File: src/wiscPkg.sv
// Kept subset of the teaching ISA only; unlisted opcodes decode as no-ops
`default_nettype none

package wiscPkg;

	localparam int opWidth = 5;
	localparam int wordWidth = 16;
	localparam int regCount = 8;
	localparam int regAddrWidth = 3;
	localparam logic [regAddrWidth-1:0] linkReg = regAddrWidth'(regCount - 1);

	// Immediate and displacement field widths
	localparam int immShortWidth = 5;
	localparam int immLongWidth = 8;
	localparam int dispWidth = 11;

	typedef enum logic [opWidth-1:0] {
		opHalt = 5'b00000,
		opNop  = 5'b00001,
		opJ    = 5'b00100,
		opJal  = 5'b00110,
		opAddi = 5'b01000,
		opSubi = 5'b01001,
		opXori = 5'b01010,
		opAndi = 5'b01011,
		opBeqz = 5'b01100,
		opBnez = 5'b01101,
		opBltz = 5'b01110,
		opBgez = 5'b01111,
		opSt   = 5'b10000,
		opLd   = 5'b10001,
		opSlbi = 5'b10010,
		opStu  = 5'b10011,
		opLbi  = 5'b11000,
		opAlu  = 5'b11011,
		opSeq  = 5'b11100,
		opSlt  = 5'b11101,
		opSle  = 5'b11110
	} opcodeT;

	typedef enum logic [3:0] {
		aluAdd, aluRsub, aluXor, aluAnd, aluAndn,
		aluPassB, aluSlbi, aluEq, aluLt, aluLe
	} aluOpT;

endpackage

`default_nettype wire

File: src/busPkg.sv
// APB widths are fixed at 16 bits; no pslverr or pprot on this bus
`default_nettype none

package busPkg;

	localparam int addrWidth = 16;
	localparam int dataWidth = 16;

	typedef enum logic [1:0] {
		apbIdle, apbSetup, apbAccess
	} apbStateT;

	// Owner of the external port
	typedef enum logic [1:0] {
		grantNone, grantFetch, grantData
	} grantT;

endpackage

`default_nettype wire

File: src/control.sv
// Purely combinational; strobes are only meaningful while the instruction register is stable
`default_nettype none

module control
	import wiscPkg::*;
(
	input wire [wordWidth-1:0] instr,
	output logic regWrite,
	output logic [regAddrWidth-1:0] writeSel,
	output logic aluSrc,
	output aluOpT aluOp,
	output logic extSigned,
	output logic immWide,
	output logic memWrite,
	output logic memRead,
	output logic stuCtl,
	output logic branchCtl,
	output logic jumpCtl,
	output logic linkCtl,
	output logic halt
);

	logic [regAddrWidth-1:0] rsField;
	logic [regAddrWidth-1:0] rdIField;
	logic [regAddrWidth-1:0] rdRField;

	assign rsField = instr[10:8];
	assign rdIField = instr[7:5];
	assign rdRField = instr[4:2];

	always_comb begin
		// Defaults describe a no-op
		regWrite = 1'b0;
		writeSel = rdIField;
		aluSrc = 1'b0;
		aluOp = aluAdd;
		extSigned = 1'b0;
		immWide = 1'b0;
		memWrite = 1'b0;
		memRead = 1'b0;
		stuCtl = 1'b0;
		branchCtl = 1'b0;
		jumpCtl = 1'b0;
		linkCtl = 1'b0;
		halt = 1'b0;

		case (opcodeT'(instr[wordWidth-1 -: opWidth]))
			opHalt: halt = 1'b1;
			opAddi, opSubi, opXori, opAndi: begin
				regWrite = 1'b1;
				aluSrc = 1'b1;
				extSigned = (instr[12] == 1'b0);
				case (instr[12:11])
					2'b00: aluOp = aluAdd;
					2'b01: aluOp = aluRsub;
					2'b10: aluOp = aluXor;
					default: aluOp = aluAnd;
				endcase
			end
			opSt, opLd, opStu: begin
				aluSrc = 1'b1;
				extSigned = 1'b1;
				memWrite = (instr[11] == 1'b0) || (instr[12] == 1'b1);
				memRead = (instr[12:11] == 2'b01);
				regWrite = (instr[11] == 1'b1);
				stuCtl = (instr[12] == 1'b1);
				// stu writes the updated base back to Rs
				if (instr[12])
					writeSel = rsField;
			end
			opLbi, opSlbi: begin
				regWrite = 1'b1;
				aluSrc = 1'b1;
				immWide = 1'b1;
				writeSel = rsField;
				extSigned = (instr[15:11] == opLbi);
				aluOp = (instr[15:11] == opLbi) ? aluPassB : aluSlbi;
			end
			opAlu: begin
				regWrite = 1'b1;
				writeSel = rdRField;
				case (instr[1:0])
					2'b00: aluOp = aluAdd;
					2'b01: aluOp = aluRsub;
					2'b10: aluOp = aluXor;
					default: aluOp = aluAndn;
				endcase
			end
			opSeq, opSlt, opSle: begin
				regWrite = 1'b1;
				writeSel = rdRField;
				case (instr[12:11])
					2'b00: aluOp = aluEq;
					2'b01: aluOp = aluLt;
					default: aluOp = aluLe;
				endcase
			end
			opBeqz, opBnez, opBltz, opBgez: branchCtl = 1'b1;
			opJ: jumpCtl = 1'b1;
			opJal: begin
				jumpCtl = 1'b1;
				linkCtl = 1'b1;
				regWrite = 1'b1;
				writeSel = linkReg;
			end
			default: begin
			end
		endcase
	end

endmodule

`default_nettype wire

File: src/regFile.sv
// Reads are combinational and see the pre-write value in a write cycle
`default_nettype none

module regFile
	import wiscPkg::*;
(
	input wire clk,
	input wire rstN,
	input wire [regAddrWidth-1:0] readAddrA,
	input wire [regAddrWidth-1:0] readAddrB,
	input wire [regAddrWidth-1:0] writeAddr,
	input wire writeEn,
	input wire [wordWidth-1:0] writeData,
	output logic [wordWidth-1:0] readDataA,
	output logic [wordWidth-1:0] readDataB
);

	logic [wordWidth-1:0] regs [regCount];

	always_ff @(posedge clk or negedge rstN) begin
		if (!rstN) begin
			for (int i = 0; i < regCount; i++)
				regs[i] <= '0;
		end else if (writeEn) begin
			regs[writeAddr] <= writeData;
		end
	end

	assign readDataA = regs[readAddrA];
	assign readDataB = regs[readAddrB];

endmodule

`default_nettype wire

File: src/alu.sv
// Sets and branch tests are signed; rotates and shifts are not implemented
`default_nettype none

module alu
	import wiscPkg::*;
(
	input wire [wordWidth-1:0] instr,
	input wire aluOpT aluOp,
	input wire aluSrc,
	input wire extSigned,
	input wire immWide,
	input wire [wordWidth-1:0] regA,
	input wire [wordWidth-1:0] regB,
	output logic [wordWidth-1:0] result,
	output logic branchTaken
);

	logic [immShortWidth-1:0] immShort;
	logic [immLongWidth-1:0] immLong;
	logic [wordWidth-1:0] imm;
	logic [wordWidth-1:0] opB;

	assign immShort = instr[immShortWidth-1:0];
	assign immLong = instr[immLongWidth-1:0];

	always_comb begin
		if (immWide)
			imm = {{(wordWidth-immLongWidth){extSigned & immLong[immLongWidth-1]}}, immLong};
		else
			imm = {{(wordWidth-immShortWidth){extSigned & immShort[immShortWidth-1]}}, immShort};
	end

	assign opB = aluSrc ? imm : regB;

	always_comb begin
		case (aluOp)
			aluAdd: result = regA + opB;
			// Second operand minus first
			aluRsub: result = opB - regA;
			aluXor: result = regA ^ opB;
			aluAnd: result = regA & opB;
			aluAndn: result = regA & ~opB;
			aluPassB: result = opB;
			aluSlbi: result = (regA << 8) | opB;
			aluEq: result = wordWidth'(regA == opB);
			aluLt: result = wordWidth'($signed(regA) < $signed(opB));
			aluLe: result = wordWidth'($signed(regA) <= $signed(opB));
			default: result = '0;
		endcase
	end

	// Condition only, qualified by branchCtl in the sequencer
	always_comb begin
		case (opcodeT'(instr[wordWidth-1 -: opWidth]))
			opBeqz: branchTaken = (regA == '0);
			opBnez: branchTaken = (regA != '0);
			opBltz: branchTaken = regA[wordWidth-1];
			opBgez: branchTaken = ~regA[wordWidth-1];
			default: branchTaken = 1'b0;
		endcase
	end

endmodule

`default_nettype wire

File: src/fetchSequencer.sv
// Read-only APB requester; next instruction is prefetched during memory instructions only
`default_nettype none

module fetchSequencer
	import wiscPkg::*;
	import busPkg::*;
(
	input wire clk,
	input wire rstN,
	output logic psel,
	output logic penable,
	output logic pwrite,
	output logic [addrWidth-1:0] paddr,
	output logic [dataWidth-1:0] pwdata,
	input wire [dataWidth-1:0] prdata,
	input wire pready,
	input wire memBusy,
	input wire memDone,
	input wire branchCtl,
	input wire jumpCtl,
	input wire linkCtl,
	input wire halt,
	input wire memRead,
	input wire memWrite,
	input wire branchTaken,
	output logic [wordWidth-1:0] instr,
	output logic execStep,
	output logic [addrWidth-1:0] pcPlus2,
	output logic halted
);

	typedef enum logic [1:0] {
		seqFetch, seqExec, seqWaitMem, seqHalted
	} seqStateT;

	seqStateT state;
	apbStateT apbState;
	logic [addrWidth-1:0] pc;
	logic [addrWidth-1:0] fetchAddr;
	logic [addrWidth-1:0] nextPc;
	logic [addrWidth-1:0] branchOffset;
	logic [addrWidth-1:0] jumpOffset;
	logic [wordWidth-1:0] holdInstr;
	logic holdValid;
	logic fetchComplete;
	logic memFinished;

	assign pcPlus2 = pc + addrWidth'(2);
	assign branchOffset = {{(addrWidth-immLongWidth){instr[immLongWidth-1]}},
		instr[immLongWidth-1:0]};
	assign jumpOffset = {{(addrWidth-dispWidth){instr[dispWidth-1]}}, instr[dispWidth-1:0]};

	// jal links through the writeback path and jumps like j
	always_comb begin
		nextPc = pcPlus2;
		if (jumpCtl || linkCtl)
			nextPc = pcPlus2 + jumpOffset;
		else if (branchCtl && branchTaken)
			nextPc = pcPlus2 + branchOffset;
	end

	assign psel = (apbState != apbIdle);
	assign penable = (apbState == apbAccess);
	assign pwrite = 1'b0;
	assign paddr = fetchAddr;
	assign pwdata = '0;

	assign fetchComplete = penable & pready;
	assign memFinished = memDone | ~memBusy;
	assign execStep = (state == seqExec);
	assign halted = (state == seqHalted);

	always_ff @(posedge clk or negedge rstN) begin
		if (!rstN) begin
			state <= seqFetch;
			apbState <= apbIdle;
			pc <= '0;
			fetchAddr <= '0;
			instr <= {opNop, {(wordWidth-opWidth){1'b0}}};
			holdInstr <= '0;
			holdValid <= 1'b0;
		end else begin
			case (apbState)
				apbSetup: apbState <= apbAccess;
				apbAccess: if (pready) apbState <= apbIdle;
				default: begin
				end
			endcase

			case (state)
				seqFetch: begin
					// First fetch after reset
					if (apbState == apbIdle) begin
						apbState <= apbSetup;
						fetchAddr <= pc;
					end
					if (fetchComplete) begin
						instr <= prdata;
						state <= seqExec;
					end
				end
				seqExec: begin
					if (halt) begin
						state <= seqHalted;
					end else begin
						pc <= nextPc;
						fetchAddr <= nextPc;
						apbState <= apbSetup;
						state <= (memRead || memWrite) ? seqWaitMem : seqFetch;
					end
				end
				seqWaitMem: begin
					if (fetchComplete) begin
						holdInstr <= prdata;
						holdValid <= 1'b1;
					end
					// Both the data transfer and the prefetch must be done
					if ((holdValid || fetchComplete) && memFinished) begin
						instr <= holdValid ? holdInstr : prdata;
						holdValid <= 1'b0;
						state <= seqExec;
					end
				end
				default: begin
				end
			endcase
		end
	end

endmodule

`default_nettype wire

File: src/memUnit.sv
// One transfer per memory instruction; memBusy stays high through the memDone cycle
`default_nettype none

module memUnit
	import busPkg::*;
(
	input wire clk,
	input wire rstN,
	input wire execStep,
	input wire memRead,
	input wire memWrite,
	input wire [addrWidth-1:0] address,
	input wire [dataWidth-1:0] storeData,
	output logic psel,
	output logic penable,
	output logic pwrite,
	output logic [addrWidth-1:0] paddr,
	output logic [dataWidth-1:0] pwdata,
	input wire [dataWidth-1:0] prdata,
	input wire pready,
	output logic memBusy,
	output logic memDone,
	output logic [dataWidth-1:0] loadData
);

	apbStateT apbState;
	logic writeReg;
	logic [addrWidth-1:0] addrReg;
	logic [dataWidth-1:0] dataReg;

	always_ff @(posedge clk or negedge rstN) begin
		if (!rstN) begin
			apbState <= apbIdle;
			writeReg <= 1'b0;
			memDone <= 1'b0;
		end else begin
			memDone <= 1'b0;
			case (apbState)
				apbIdle: begin
					if (execStep && (memRead || memWrite)) begin
						apbState <= apbSetup;
						writeReg <= memWrite;
					end
				end
				apbSetup: apbState <= apbAccess;
				default: begin
					if (pready) begin
						apbState <= apbIdle;
						writeReg <= 1'b0;
						memDone <= 1'b1;
					end
				end
			endcase
		end
	end

	// Address, store data and load data
	always_ff @(posedge clk) begin
		if (apbState == apbIdle && execStep) begin
			addrReg <= address;
			dataReg <= storeData;
		end
		if (apbState == apbAccess && pready && !writeReg)
			loadData <= prdata;
	end

	assign psel = (apbState != apbIdle);
	assign penable = (apbState == apbAccess);
	assign pwrite = writeReg;
	assign paddr = addrReg;
	assign pwdata = dataReg;
	assign memBusy = psel | memDone;

endmodule

`default_nettype wire

File: src/memArbiter.sv
// Data side has priority; the external setup phase is issued when a requester is granted
`default_nettype none

module memArbiter
	import busPkg::*;
(
	input wire clk,
	input wire rstN,
	input wire fetchPsel,
	input wire fetchPenable,
	input wire fetchPwrite,
	input wire [addrWidth-1:0] fetchPaddr,
	input wire [dataWidth-1:0] fetchPwdata,
	output logic [dataWidth-1:0] fetchPrdata,
	output logic fetchPready,
	input wire dataPsel,
	input wire dataPenable,
	input wire dataPwrite,
	input wire [addrWidth-1:0] dataPaddr,
	input wire [dataWidth-1:0] dataPwdata,
	output logic [dataWidth-1:0] dataPrdata,
	output logic dataPready,
	output logic psel,
	output logic penable,
	output logic pwrite,
	output logic [addrWidth-1:0] paddr,
	output logic [dataWidth-1:0] pwdata,
	input wire [dataWidth-1:0] prdata,
	input wire pready
);

	apbStateT busState;
	grantT grant;

	always_ff @(posedge clk or negedge rstN) begin
		if (!rstN) begin
			busState <= apbIdle;
			grant <= grantNone;
		end else begin
			case (busState)
				apbIdle: begin
					if (dataPsel) begin
						grant <= grantData;
						busState <= apbSetup;
					end else if (fetchPsel) begin
						grant <= grantFetch;
						busState <= apbSetup;
					end
				end
				apbSetup: busState <= apbAccess;
				default: begin
					// Hand over directly to a waiting requester
					if (pready) begin
						if (grant == grantData && fetchPsel) begin
							grant <= grantFetch;
							busState <= apbSetup;
						end else if (grant == grantFetch && dataPsel) begin
							grant <= grantData;
							busState <= apbSetup;
						end else begin
							grant <= grantNone;
							busState <= apbIdle;
						end
					end
				end
			endcase
		end
	end

	always_comb begin
		case (grant)
			grantData: begin
				pwrite = dataPwrite;
				paddr = dataPaddr;
				pwdata = dataPwdata;
			end
			grantFetch: begin
				pwrite = fetchPwrite;
				paddr = fetchPaddr;
				pwdata = fetchPwdata;
			end
			default: begin
				pwrite = 1'b0;
				paddr = '0;
				pwdata = '0;
			end
		endcase
	end

	assign psel = (busState != apbIdle);
	assign penable = (busState == apbAccess);

	assign fetchPrdata = prdata;
	assign dataPrdata = prdata;
	assign fetchPready = pready & penable & fetchPenable & (grant == grantFetch);
	assign dataPready = pready & penable & dataPenable & (grant == grantData);

endmodule

`default_nettype wire

File: src/wiscCore.sv
// Memory lives outside the core on the APB port; halted is sticky until reset
`default_nettype none

module wiscCore
	import wiscPkg::*;
	import busPkg::*;
(
	input wire clk,
	input wire rstN,
	output logic psel,
	output logic penable,
	output logic pwrite,
	output logic [addrWidth-1:0] paddr,
	output logic [dataWidth-1:0] pwdata,
	input wire [dataWidth-1:0] prdata,
	input wire pready,
	output logic halted
);

	logic [wordWidth-1:0] instr;
	logic regWrite;
	logic [regAddrWidth-1:0] writeSel;
	logic aluSrc;
	aluOpT aluOp;
	logic extSigned;
	logic immWide;
	logic memWrite;
	logic memRead;
	logic stuCtl;
	logic branchCtl;
	logic jumpCtl;
	logic linkCtl;
	logic halt;

	logic [regAddrWidth-1:0] rsAddr;
	logic [regAddrWidth-1:0] rtAddr;
	logic [wordWidth-1:0] regA;
	logic [wordWidth-1:0] regB;
	logic [wordWidth-1:0] aluResult;
	logic branchTaken;
	logic writeEn;
	logic [wordWidth-1:0] writeData;

	logic execStep;
	logic [addrWidth-1:0] pcPlus2;
	logic memBusy;
	logic memDone;
	logic [dataWidth-1:0] loadData;

	logic fetchPsel;
	logic fetchPenable;
	logic fetchPwrite;
	logic [addrWidth-1:0] fetchPaddr;
	logic [dataWidth-1:0] fetchPwdata;
	logic [dataWidth-1:0] fetchPrdata;
	logic fetchPready;
	logic dataPsel;
	logic dataPenable;
	logic dataPwrite;
	logic [addrWidth-1:0] dataPaddr;
	logic [dataWidth-1:0] dataPwdata;
	logic [dataWidth-1:0] dataPrdata;
	logic dataPready;

	assign rsAddr = instr[10:8];
	assign rtAddr = instr[7:5];

	// ld and stu write back when their transfer is done
	assign writeEn = regWrite & ((memRead | stuCtl) ? memDone : execStep);
	assign writeData = memRead ? loadData : (linkCtl ? pcPlus2 : aluResult);

	control u_control (
		.instr(instr), .regWrite(regWrite), .writeSel(writeSel), .aluSrc(aluSrc),
		.aluOp(aluOp), .extSigned(extSigned), .immWide(immWide), .memWrite(memWrite),
		.memRead(memRead), .stuCtl(stuCtl), .branchCtl(branchCtl), .jumpCtl(jumpCtl),
		.linkCtl(linkCtl), .halt(halt)
	);

	regFile u_regFile (
		.clk(clk), .rstN(rstN), .readAddrA(rsAddr), .readAddrB(rtAddr),
		.writeAddr(writeSel), .writeEn(writeEn), .writeData(writeData),
		.readDataA(regA), .readDataB(regB)
	);

	alu u_alu (
		.instr(instr), .aluOp(aluOp), .aluSrc(aluSrc), .extSigned(extSigned),
		.immWide(immWide), .regA(regA), .regB(regB), .result(aluResult),
		.branchTaken(branchTaken)
	);

	fetchSequencer u_fetchSequencer (
		.clk(clk), .rstN(rstN), .psel(fetchPsel), .penable(fetchPenable),
		.pwrite(fetchPwrite), .paddr(fetchPaddr), .pwdata(fetchPwdata),
		.prdata(fetchPrdata), .pready(fetchPready), .memBusy(memBusy), .memDone(memDone),
		.branchCtl(branchCtl), .jumpCtl(jumpCtl), .linkCtl(linkCtl), .halt(halt),
		.memRead(memRead), .memWrite(memWrite), .branchTaken(branchTaken),
		.instr(instr), .execStep(execStep), .pcPlus2(pcPlus2), .halted(halted)
	);

	memUnit u_memUnit (
		.clk(clk), .rstN(rstN), .execStep(execStep), .memRead(memRead),
		.memWrite(memWrite), .address(aluResult), .storeData(regB),
		.psel(dataPsel), .penable(dataPenable), .pwrite(dataPwrite), .paddr(dataPaddr),
		.pwdata(dataPwdata), .prdata(dataPrdata), .pready(dataPready),
		.memBusy(memBusy), .memDone(memDone), .loadData(loadData)
	);

	memArbiter u_memArbiter (
		.clk(clk), .rstN(rstN),
		.fetchPsel(fetchPsel), .fetchPenable(fetchPenable), .fetchPwrite(fetchPwrite),
		.fetchPaddr(fetchPaddr), .fetchPwdata(fetchPwdata), .fetchPrdata(fetchPrdata),
		.fetchPready(fetchPready),
		.dataPsel(dataPsel), .dataPenable(dataPenable), .dataPwrite(dataPwrite),
		.dataPaddr(dataPaddr), .dataPwdata(dataPwdata), .dataPrdata(dataPrdata),
		.dataPready(dataPready),
		.psel(psel), .penable(penable), .pwrite(pwrite), .paddr(paddr),
		.pwdata(pwdata), .prdata(prdata), .pready(pready)
	);

endmodule

`default_nettype wire

File: config.mk
export PLATFORM = sky130hd
export DESIGN_NAME = wiscCore
export DESIGN_NICKNAME = d
export VERILOG_FILES = /design/src/wiscPkg.sv /design/src/busPkg.sv /design/src/control.sv /design/src/regFile.sv /design/src/alu.sv /design/src/fetchSequencer.sv /design/src/memUnit.sv /design/src/memArbiter.sv /design/src/wiscCore.sv
export SDC_FILE = /design/constraint.sdc
export NUM_CORES = 1
export LEC_CHECK = 0
export BUFFER_PORTS_ARGS = -buffer_cell sky130_fd_sc_hd__buf_2
export CAP_MARGIN = 20
export CORE_MARGIN = 5
export CORE_UTILIZATION = 59
export CTS_BUF_LIST = sky130_fd_sc_hd__clkbuf_4
export DETAILED_ROUTE_END_ITERATION = 10
export PLACE_DENSITY = 0.86
export SYNTH_ARGS = -nofsm -noshare
export SYNTH_HDL_FRONTEND = slang
export SYNTH_SLANG_ARGS = --single-unit
File: constraint.sdc
create_clock -name clk -period 4.86 [get_ports clk]
set_input_delay 0.972 -clock clk [delete_from_list [all_inputs] [get_ports clk]]
set_output_delay 0.972 -clock clk [all_outputs]
set_load 0.005 [all_outputs]
### Word-level counts from Yosys, hierarchy flattened

Cells that the tools add are included.

* word-level logic and storage cells: 243
* output and inout bits: 36
* register bits after elaboration: 253
* bits of input ports: 19

* equal/unequal tests: 50
* reductions and logical operators: 55
* $add $sub $neg: 5
* bitwise operators: 27
* order comparisons: 6
* muxes and demuxes: 77

Operator list (number)
* $mux W16: 17
* $pmux W16 S10: 1
* $bwmux W128: 1
* $bmux W16 S3: 2
* $pmux W16 S2: 3
* $add A16 B16 Y16: 3
* $demux W16 S3: 1
* $eq A5 B5 Y1 const B: 9
* $eq A5 B4 Y1 const B: 8
* $mux W2: 18
* $and A16 B16 Y16: 2
* $pmux W2 S2: 5
* $mux W1: 18
* $add A16 B2 Y16 const B: 1
* $eq A16 B16 Y1: 1
* $eq A2 B2 Y1 const B: 8
* $eq A4 B3 Y1 const B: 4
* $le A16 B16 Y1: 1
* $logic_not A16 Y1: 1
* $lt A16 B16 Y1: 1
* $not A16 Y16: 1
* $or A16 B16 Y16: 1
* $pmux W4 S4: 1
* $reduce_bool A16 Y1: 1
* 39 further kinds: 111

### Depth between registers and ports, before layout

Gate-level depths: netlist of the first run.

* depth in word-level cells: 12
* mapped depth: 22
* gate-level depth less buffers: 18

### Modules after synthesis

A second synthesis of the first run with hierarchy kept.

* cell total of the unflattened synthesis: 1605
* area, all modules: 17460.5 um^2

Modules (own cells, without submodules)
* regFile: cells an instance 393, area each 7000.5 um^2, times used 1
* fetchSequencer: cells an instance 528, area each 4662.0 um^2, times used 1
* alu: cells an instance 344, area each 2412.3 um^2, times used 1
* memUnit: cells an instance 65, area each 1627.8 um^2, times used 1
* memArbiter: cells an instance 140, area each 942.2 um^2, times used 1
* control: cells an instance 79, area each 452.9 um^2, times used 1
* wiscCore: cells an instance 56, area each 362.8 um^2, times used 1

### Least setup slack after synthesis of the first run

OpenSTA, ideal clock, no wires.

* kind: register to register
* start point: register u_fetchSequencer.instr[11]
* end point: register u_regFile.regs[29] in the netlist's numbering
* stages on the path, launching flop included: 22
* slack: -398 ps
* arrival time: 5117 ps
* data required time: 4718 ps
* cells stage by stage: dfstp_2 -> clkbuf_1 -> clkbuf_1 -> a21bo_2 -> a22oi_1 -> o21ai_0 -> clkbuf_1 -> clkbuf_1 -> or2_2 -> clkbuf_1 -> o31ai_1 -> xnor2_1 -> ha_1 -> a2111o_1 -> o2111ai_1 -> a21oi_1 -> a2111oi_0 -> xnor2_1 -> o21ai_0 -> nor2_1 -> a2bb2oi_1 -> o21ai_0

* word-level cells in the longest chain between the ends: 12
* elaborated cells between the ends (all ways): 70
* classes of those cells: 2 x add/sub; 2 x order compare; 25 x eq/ne; 21 x mux; 10 x bitwise; 10 x reduce/logical

RTL lines
* start: declaration: RTL line fetchSequencer.sv:26 `output logic [wordWidth-1:0] instr,`
* start signal: assignment: RTL line fetchSequencer.sv:79 `instr <= {opNop, {(wordWidth-opWidth){1'b0}}};`
* start signal: assignment: RTL line fetchSequencer.sv:98 `instr <= prdata;`
* start signal: assignment: RTL line fetchSequencer.sv:119 `instr <= holdValid ? holdInstr : prdata;`
* branches (longest 8 deep; another with $sub A16 B16 Y16)
* $pmux W16 S10 (*): RTL line alu.sv:36 `case (aluOp)`
* net aluResult[13]: RTL line wiscCore.sv:39 `logic [wordWidth-1:0] aluResult;`
* $mux W16 (*) (2 in a row): RTL line wiscCore.sv:70 `assign writeData = memRead ? loadData : (linkCtl ? pcPlus2 : aluResult);`
* $bwmux W128 (*): RTL line regFile.sv:25 `regs[writeAddr] <= writeData;`
* end signal: indexed assignment: RTL line regFile.sv:25
* end: declaration: RTL line regFile.sv:18 `logic [wordWidth-1:0] regs [regCount];`

Mark *: on every way through the listed nets, which the timed path passes.
A chain may end at the register's enable or synchronous reset.

### Worst setup path after layout of the first run

* start point: register u_fetchSequencer.instr[9]
* end point: register u_regFile.regs[99] in the netlist's numbering

* word-level cells in the longest chain between the ends: 9
* elaborated cells between the ends (all ways): 21
* classes of those cells: 2 x add/sub; 2 x order compare; 11 x mux; 5 x bitwise; 1 x reduce/logical

RTL lines
* $not A3 Y4 (not written as such) (*): RTL line regFile.sv:29 `assign readDataA = regs[readAddrA];`
* $bmux W16 S3 (*): RTL line regFile.sv:29
* $mux W16 (not written as such) (*) (2 in a row): RTL line regFile.sv:29
* $sub A16 B16 Y16 (tied with other cells): RTL line alu.sv:39 `aluRsub: result = opB - regA;`
* $pmux W16 S10 (*): RTL line alu.sv:36
* net aluResult[3]: RTL line wiscCore.sv:39
* $mux W16 (*) (2 in a row): RTL line wiscCore.sv:70
* $bwmux W128 (*): RTL line regFile.sv:25

Mark *: on every way through the listed nets, which the timed path passes. The rest lies on a longest branch. The select of a mux whose other input is x is not followed.

==> impl_results.md, run 1 <==
* Most used DFF post-synth: dfrtp_1
* Warnings, synthesis at 0
* Worst setup EP type: register
* Final wirelength at 52400 um
* Final Cycle Share at 98.6%
* Root buffer cell: clkbuf_4
* Post-Synth Simple-Gate Area at 15.4%
* Number of detailed-route iterations in the first pass at 5
* Hold Vio Cnt, Final at 0
* DPL Wire Length at 37700 um
* GP Congestion at 1.04
* Worst EP arrival at 5.39 ns
* Post-Synth XOR/XNOR Area at 3.55%
* # port buffers at 54
* Setup-failing EPs final at 0
* Top cell type's share of synthesized area at 31.3%
* Req. time, crit path at 5.46 ns
* Final Instance Area at 19000 um2
* Gate Count Post-Synth at 1690
* Slew headroom at 26.6%
* Largest delay share family, worst path: compound AO/OA/AOI/OAI gates
* Core area at 27100 um2
* Syn_nets at 1774
* Post-route ant nets at 0
* Slowest cell on crit path: mux4_2
* Synth area leader: dfrtp_1
* CP Buf/Inv Count at 5
* Actual slew at the worst max-slew pin at 1.10 ns
* Chip height at 176 um
* Initial DRC Count at 1778
* Unrepaired setup endpoints after global routing: yes
* GRT Util Overall at 33.7%
* Post-synthesis adder-cell area fraction at 5.08%
* H-Tree Depth at 3
* DR vias/cell at 6.48
* Register area at 6580 um2
* Proportion of synthesized area in mux cells at 15.9%
* Final min period at 4.79 ns
* Number of remaining DRC errors at 0
* Max Cap Viol at 0
* Largest family of logic cells by synthesized area: compound AO/OA/AOI/OAI gates
* Flop2flop setup slack at 0.07 ns
* # fillers at 1970
* Syn_area_per_cell at 9.64 um2
* Setup crit start kind: register
* #FFs+latches synth at 253
* Compound-cell area share of the yosys netlist at 16.2%
* Site row count at 60
* Reg2Reg Capture Point: u_regFile.regs[99]
* Nets@finish at 1950
* P&R area growth vs syn at 16.7%
* Worst hold path type: in -> async
* Count leader, synth: nand2_1
* CTS tree: done
* Sequential-to-total area share from yosys stat at 40.3%
* Reg2Reg Launch Point: u_fetchSequencer.instr[9]
* Routed len/inst at 22.9 um
* Die area at 31000 um2
* Footprint of the multi-input gates at 9350 um2
* Clk_lat worst skew at 0.73 ns
* Die X at 176 um
* Area contributors post-synth: dfrtp_1 31%, edfxtp_1 8.8%, mux4_2 8.6%
* Number of global-route vias before repair at 14500
* Worst-path clk slew at 0.07 ns
* Synth top cells by count: 219 x nand2_1, 204 x dfrtp_1, 167 x nor2_1, 130 x o21ai_0, 124 x a21oi_1
* Instance area at placement at 17700 um2
* First-pass GRT wire length at 81300 um
* Routed via count at 14800
* Ratio of cells with drive above 1 in the final layout at 26.0%
* Initial Utilization at 60.1%
* CTS buffer count at 70
* CTS Hold Bufs at 0
* Max-slew violation total from the final report at 0
* Highest clock rate at 209 MHz
* Synth unique cells at 82
* Worst setup path class: reg -> reg
* Final core occ at 70.2%
* GR Overflow Total at 0
* Crit path top cell by count: buf_4
* CTS Buffer Depth at 3
* Status: completed
* Worst Reg-to-Reg Cells at 18
* Io pins at 55
* Worst-path fanout max at 8
* Slowest stage delay, CP at 0.52 ns
* Initial antenna violation count at 2
* CTS sink count at 253
* Largest net degree at the start of global routing at 120
* EDFF count, synth at 48
* Crit-path cells: buf_12 > buf_6 > mux4_2 > mux2i_2 > buf_4 > buf_4 > nor2_1 > a21oi_2 > ha_1 > nor2b_1 > o31a_1 > buf_4 > o32ai_1 > a221o_1 > nor2_1 > o21ai_0 > o21ai_1 > o21ai_0
* Asr flop ratio synth at 81.0%
* Max Clock Skew at 0.0694 ns
* Mapped Area at 16300 um2
==> how the worst max path moves through the flow <==
| stage | cells after the start | start | endpoint | slack (ns) |
|---|---|---|---|---|
| 6_report | 18 | u_fetchSequencer.instr[9] | u_regFile.regs[99] | 0.07 |
| 5_1_grt | 21 | u_fetchSequencer.instr[9] | u_regFile.regs[31] | -0.06 |
| 4_1_cts | 18 | u_fetchSequencer.instr[9] | u_regFile.regs[62] | 0.004 |
| 3_5_place_dp | 18 | u_regFile.regs[68] | u_regFile.regs[45] | -0.17 |
| 3_3_place_gp | 18 | u_regFile.regs[68] | u_regFile.regs[29] | -0.06 |
| 2_1_floorplan | 21 | u_fetchSequencer.instr[11] | u_regFile.regs[127] | 0.08 |
==> routing by layer <==
layer	track usage [%]	share of wire [%]	vias to the layer above
met2	51.3	46	917
met1	44.5	38	7214
met4	17.0	4.7	2
li1	-	-	6531
met5	0	0.015	-
met3	9.59	11	169
==> per-stage QoR <==
| step | worst slack [ns] | hold WS, ns | std cells | TNS [ns] |
|---|---|---|---|---|
| 2_1_floorplan | 0.0778 | 0.450 | 1690 | 0 |
| 3_3_place_gp | -0.0604 | 0.460 | 2152 | -0.167 |
| 3_5_place_dp | -0.167 | 0.477 | 2152 | -2.48 |
| 4_1_cts | 0.00435 | 0.367 | 2273 | 0 |
| 5_1_grt | -0.0626 | 0.384 | 2288 | -0.667 |
| 6_report | 0.0681 | 0.359 | 2288 | 0 |
==> registers in the layout, indices dropped and copies added (netlist names), 2 cells and up <==
signal / flops
u_regFile.regs: 128
u_fetchSequencer.holdInstr: 16
u_fetchSequencer.instr: 16
u_fetchSequencer.paddr: 16
u_fetchSequencer.pc: 16
u_memUnit.loadData: 16
u_memUnit.paddr: 16
u_memUnit.pwdata: 16
u_fetchSequencer.apbState: 2
u_fetchSequencer.state: 2
u_memArbiter.busState: 2
u_memArbiter.grant: 2
u_memUnit.apbState: 2
==> final cells by class <==
| cell class | count | share of cell area (%) |
|---|---|---|
| Antenna cell | 1 | 0.0132 |
| Clock buffer | 103 | 4.07 |
| Clock inverter | 18 | 0.704 |
| Inverter | 57 | 1.13 |
| Multi-Input combinational cell | 1286 | 49.2 |
| Sequential cell | 253 | 34.6 |
| Tap cell | 372 | 2.45 |
| Timing Repair Buffer | 198 | 7.90 |
==> kinds of logic (layout without fill, tap and decap cells) <==
logic type / after synthesis / after routing
buf+inv: 151 / 376
flops: 253 / 253
fa+ha+maj: 65 / 65
mux: 172 / 172
other cells: 0 / 1
compound gates: 424 / 424
simple gates: 559 / 559
xor+xnor: 66 / 66
==> repair_timing <==
action,in CTS,in global routing
cloned,0,0
endpoints found under the setup margin,48,105
buffers inserted,0,11
gates resized for setup,10,45
pin swaps,0,11
==> cell usage in the layout, fill, tap and decap left out, types with 6 or more instances in the layout <==
| master | n |
|---|---|
| and2_1 | 26 |
| nand3_1 | 28 |
| buf_4 | 130 |
| o21ai_0 | 117 |
| dfrtp_1 | 201 |
| o31ai_1 | 8 |
| or3_1 | 8 |
| o221a_2 | 6 |
| nand2_1 | 218 |
| ha_1 | 62 |
| nor3_1 | 28 |
| nor2_1 | 164 |
| a31oi_1 | 12 |
| xnor2_1 | 36 |
| edfxtp_1 | 48 |
| inv_1 | 54 |
| a211oi_1 | 6 |
| nor3_2 | 6 |
| xor2_1 | 29 |
| a22oi_1 | 21 |
| buf_12 | 7 |
| o22ai_1 | 6 |
| nor2b_1 | 15 |
| clkbuf_4 | 103 |
| nand2b_1 | 16 |
| mux2_2 | 65 |
| clkinv_1 | 15 |
| a21oi_1 | 119 |
| buf_2 | 53 |
| o21bai_1 | 10 |
| o21ai_1 | 19 |
| mux2i_1 | 40 |
| mux4_2 | 62 |
| o21a_1 | 11 |
| o221ai_1 | 10 |
| nand4_1 | 7 |
| a21o_1 | 16 |
| and3_1 | 8 |
Power of run 1 is left out: the tool's default activity adds up to more than one toggle a clock period on the data nets, which glitch-free logic cannot reach.
==> run 2, diff against run 1 <==
- ABC_AREA: not set -> 1
- SETUP_SLACK_MARGIN: not set -> 0.5
==> run 2 against run 1 <==
Effect of this change:
- wire length rose by 15%
- hold slack got worse by 0.068 ns
- critical path type unchanged
- cell count rose by 34%
- via count rose by 22%
- synthesized cell count rose by 49%
==> impl_results.md, run 2 <==
* Worst EP arrival at 4.82 ns (was 5.39 ns)
* Synth area leader: dfrtp_1 (unchanged)
* Sequential-to-total area share from yosys stat at 37.6% (was 40.3%)
* Initial antenna violation count at 2 (unchanged)
* EDFF count, synth at 48 (unchanged)
* Actual slew at the worst max-slew pin at 1.04 ns (was 1.10 ns)
* Reg with most FFs: u_regFile.regs (unchanged)
* DPL Wire Length at 42700 um (was 37700 um)
* Register area at 6580 um2 (about the same)
* Max-slew violation total from the final report at 0 (unchanged)
* Syn_area_per_cell at 6.92 um2 (was 9.64 um2)
* CTS buffer count at 70 (unchanged)
* Io pins at 55 (unchanged)
* Area contributors post-synth: dfrtp_1 29%, nand2_1 19%, edfxtp_1 8.2% (was dfrtp_1 31%, edfxtp_1 8.8%, mux4_2 8.6%)
* Warnings, synthesis at 0 (unchanged)
* Site row count at 63 (was 60)
* Worst-path fanout max at 9 (was 8)
* CTS Hold Bufs at 0 (unchanged)
* Max Clock Skew at 0.0622 ns (was 0.0694 ns)
* GRT Util Overall at 34.8% (was 33.7%)
* Slowest stage delay, CP at 0.58 ns (was 0.52 ns)
* Worst setup path class: reg -> reg (unchanged)
* Number of detailed-route iterations in the first pass at 8 (was 5)
* Setup TNS at 0 ns (unchanged)
* Worst-path clk slew at 0.06 ns (was 0.07 ns)
* Slew headroom at 30.6% (was 26.6%)
* CP Buf/Inv Count at 5 (unchanged)
* Synth top cells by count: 886 x nand2_1, 270 x inv_1, 204 x dfrtp_1, 177 x o21ai_0, 155 x a21oi_1 (was 219 x nand2_1, 204 x dfrtp_1, 167 x nor2_1, 130 x o21ai_0, 124 x a21oi_1)
* Setup crit start kind: register (unchanged)
* CTS sink count at 253 (unchanged)
* Mapped Area at 17500 um2 (was 16300 um2)
* Max Cap Viol at 0 (unchanged)
* Gate Count Post-Synth at 2525 (was 1690)
* Hold Vio Cnt, Final at 0 (unchanged)
* Req. time, crit path at 5.43 ns (was 5.46 ns)
* Instance area at placement at 18200 um2 (was 17700 um2)
* Initial Utilization at 59.3% (was 60.1%)
* Max reg flops at 128 (unchanged)
* Synth unique cells at 56 (was 82)
* CTS tree: done (unchanged)
* Most frequent cells in the layout: 873 x nand2_1, 267 x inv_1, 198 x dfrtp_1 (was 218 x nand2_1, 201 x dfrtp_1, 164 x nor2_1)
* Crit-path cells: buf_4 > nand2_1 > o31ai_1 > nor2_1 > nand2_4 > inv_6 > nand2_4 > inv_6 > a21oi_2 > xor2_1 > ha_1 > nand2_1 > inv_1 > a21oi_2 > buf_4 > xor2_1 > o22ai_1 > nand3b_1 > o21ai_2 > nand2_4 > nand2_1 > o21ai_1 (was buf_12 > buf_6 > mux4_2 > mux2i_2 > buf_4 > buf_4 > nor2_1 > a21oi_2 > ha_1 > nor2b_1 > o31a_1 > buf_4 > o32ai_1 > a221o_1 > nor2_1 > o21ai_0 > o21ai_1 > o21ai_0)
* Number of remaining DRC errors at 0 (unchanged)
* # fillers at 2594 (was 1970)
* GP Congestion at 1.04 (about the same)
* H-Tree Depth at 3 (unchanged)
* Commonest non-fill, non-tap cell in the layout: nand2_1 (unchanged)
* Syn_nets at 2609 (was 1774)
* Highest clock rate at 236 MHz (was 209 MHz)
* Asr flop ratio synth at 81.0% (unchanged)
* First-pass GRT wire length at 91100 um (was 81300 um)
* Clk_lat worst skew at 0.75 ns (was 0.73 ns)
* Final Instance Area at 19800 um2 (was 19000 um2)
* Top cell type's share of synthesized area at 29.2% (was 31.3%)
* Status: completed (unchanged)
* GR Overflow Total at 0 (unchanged)
* Count leader, synth: nand2_1 (unchanged)
* # port buffers at 54 (unchanged)
* Footprint of the multi-input gates at 9530 um2 (was 9350 um2)
* Routed len/inst at 19.6 um (was 22.9 um)
* Setup-failing EPs final at 0 (unchanged)
* Die area at 33200 um2 (was 31000 um2)
* Chip height at 182 um (was 176 um)
* Unrepaired setup endpoints after global routing: yes (unchanged)
* Routed via count at 18100 (was 14800)
* Slowest cell on crit path: dfstp_2 (was mux4_2)
* CTS Buffer Depth at 3 (unchanged)
* P&R area growth vs syn at 13.1% (was 16.7%)
* Root buffer cell: clkbuf_4 (unchanged)
* Worst hold path type: in -> async (unchanged)
* Nets@finish at 2716 (was 1950)
* Final wirelength at 60300 um (was 52400 um)
* DR vias/cell at 5.88 (was 6.48)
* Initial DRC Count at 2060 (was 1778)
* Most used DFF post-synth: dfrtp_1 (unchanged)
* Post-route ant nets at 0 (unchanged)
* #FFs+latches synth at 253 (unchanged)
* Largest net degree at the start of global routing at 92 (was 120)
* Die X at 182 um (was 176 um)
* Final min period at 4.24 ns (was 4.79 ns)
* Number of global-route vias before repair at 16700 (was 14500)
* Largest delay share family, worst path: simple AND/OR/NAND/NOR gates (was compound AO/OA/AOI/OAI gates)
* Ratio of cells with drive above 1 in the final layout at 15.2% (was 26.0%)
* Final Cycle Share at 87.3% (was 98.6%)
* Worst setup EP type: register (unchanged)
* Core area at 29500 um2 (was 27100 um2)
run 2: routing by layer:
metal | track usage [%] | wire (um) | up-vias
met3 | 7.93 | 7300 | 221
li1 | - | - | 8395
met5 | 0 | 15 | -
met4 | 14.7 | 2810 | 2
met2 | 53.7 | 26700 | 1173
met1 | 47.5 | 23500 | 8299
run 2: cell families (layout without fill, tap and decap cells):
kind of cell	count (synthesis)	in the layout	share of synthesized area, %
compound gates	490	490	15.7
flops	253	253	37.6
other cells	0	1	0
fa+ha+maj	65	65	4.74
buf+inv	412	572	9.81
xor+xnor	48	48	2.41
mux	3	3	0.193
simple gates	1254	1254	29.6
run 2: area by class of cell:
| type | count | area share [%] |
|---|---|---|
| Clock inverter | 29 | 0.848 |
| Timing Repair Buffer | 147 | 5.68 |
| Tap cell | 390 | 2.47 |
| Antenna cell | 1 | 0.0127 |
| Sequential cell | 253 | 33.3 |
| Inverter | 299 | 5.81 |
| Clock buffer | 96 | 3.65 |
| Multi-Input combinational cell | 1860 | 48.2 |
| Timing Repair inverter | 1 | 0.0380 |
run 2: final timing paths:
check | start | to | slack (ns) | cells after the start
hold reg to reg | u_fetchSequencer.paddr[13] | u_fetchSequencer.paddr[13] | 0.48 | 2
min in group clk | prdata[15] | u_memUnit.loadData[15] | 0.43 | 1
max in group asynchronous | rstN | u_fetchSequencer.pc[4] | 3.46 | 2
hold / removal | rstN | u_regFile.regs[73] | 0.29 | 1
setup reg to reg | u_fetchSequencer.instr[11] | u_regFile.regs[70] | 0.62 | 22
setup / recovery | u_fetchSequencer.instr[11] | u_regFile.regs[70] | 0.62 | 22
run 2: worst reg2reg max path, cell delays in order (launching register included):
cell,delay [ns]
dfstp_2,0.58
buf_4,0.14
nand2_1,0.15
o31ai_1,0.33
nor2_1,0.14
nand2_4,0.11
inv_6,0.06
nand2_4,0.12
inv_6,0.07
a21oi_2,0.11
xor2_1,0.22
ha_1,0.32
nand2_1,0.09
inv_1,0.05
a21oi_2,0.15
buf_4,0.14
xor2_1,0.22
o22ai_1,0.12
nand3b_1,0.30
o21ai_2,0.32
nand2_4,0.15
nand2_1,0.09
o21ai_1,0.08
run 2: metrics by stage:
step	worst slack (ns)	utilization, %	cells	hold WS (ns)
global placement	0.112	61.7	2915	0.463
detailed placement	0.0539	61.7	2915	0.465
global route	0.439	67.1	3076	0.340
floorplan	1.17	-	2525	0.449
finish	0.619	67.1	3076	0.290
CTS	0.535	65.2	3045	0.330
run 2: what timing repair did:
item / 4_1_cts / 5_1_grt
buffers inserted: 5 / 27
gates cloned: 0 / 3
gates resized for setup: 25 / 71
setup endpoints to repair: 73 / 116
pin swaps: 4 / 34
Power of run 2 is left out for the same reason.
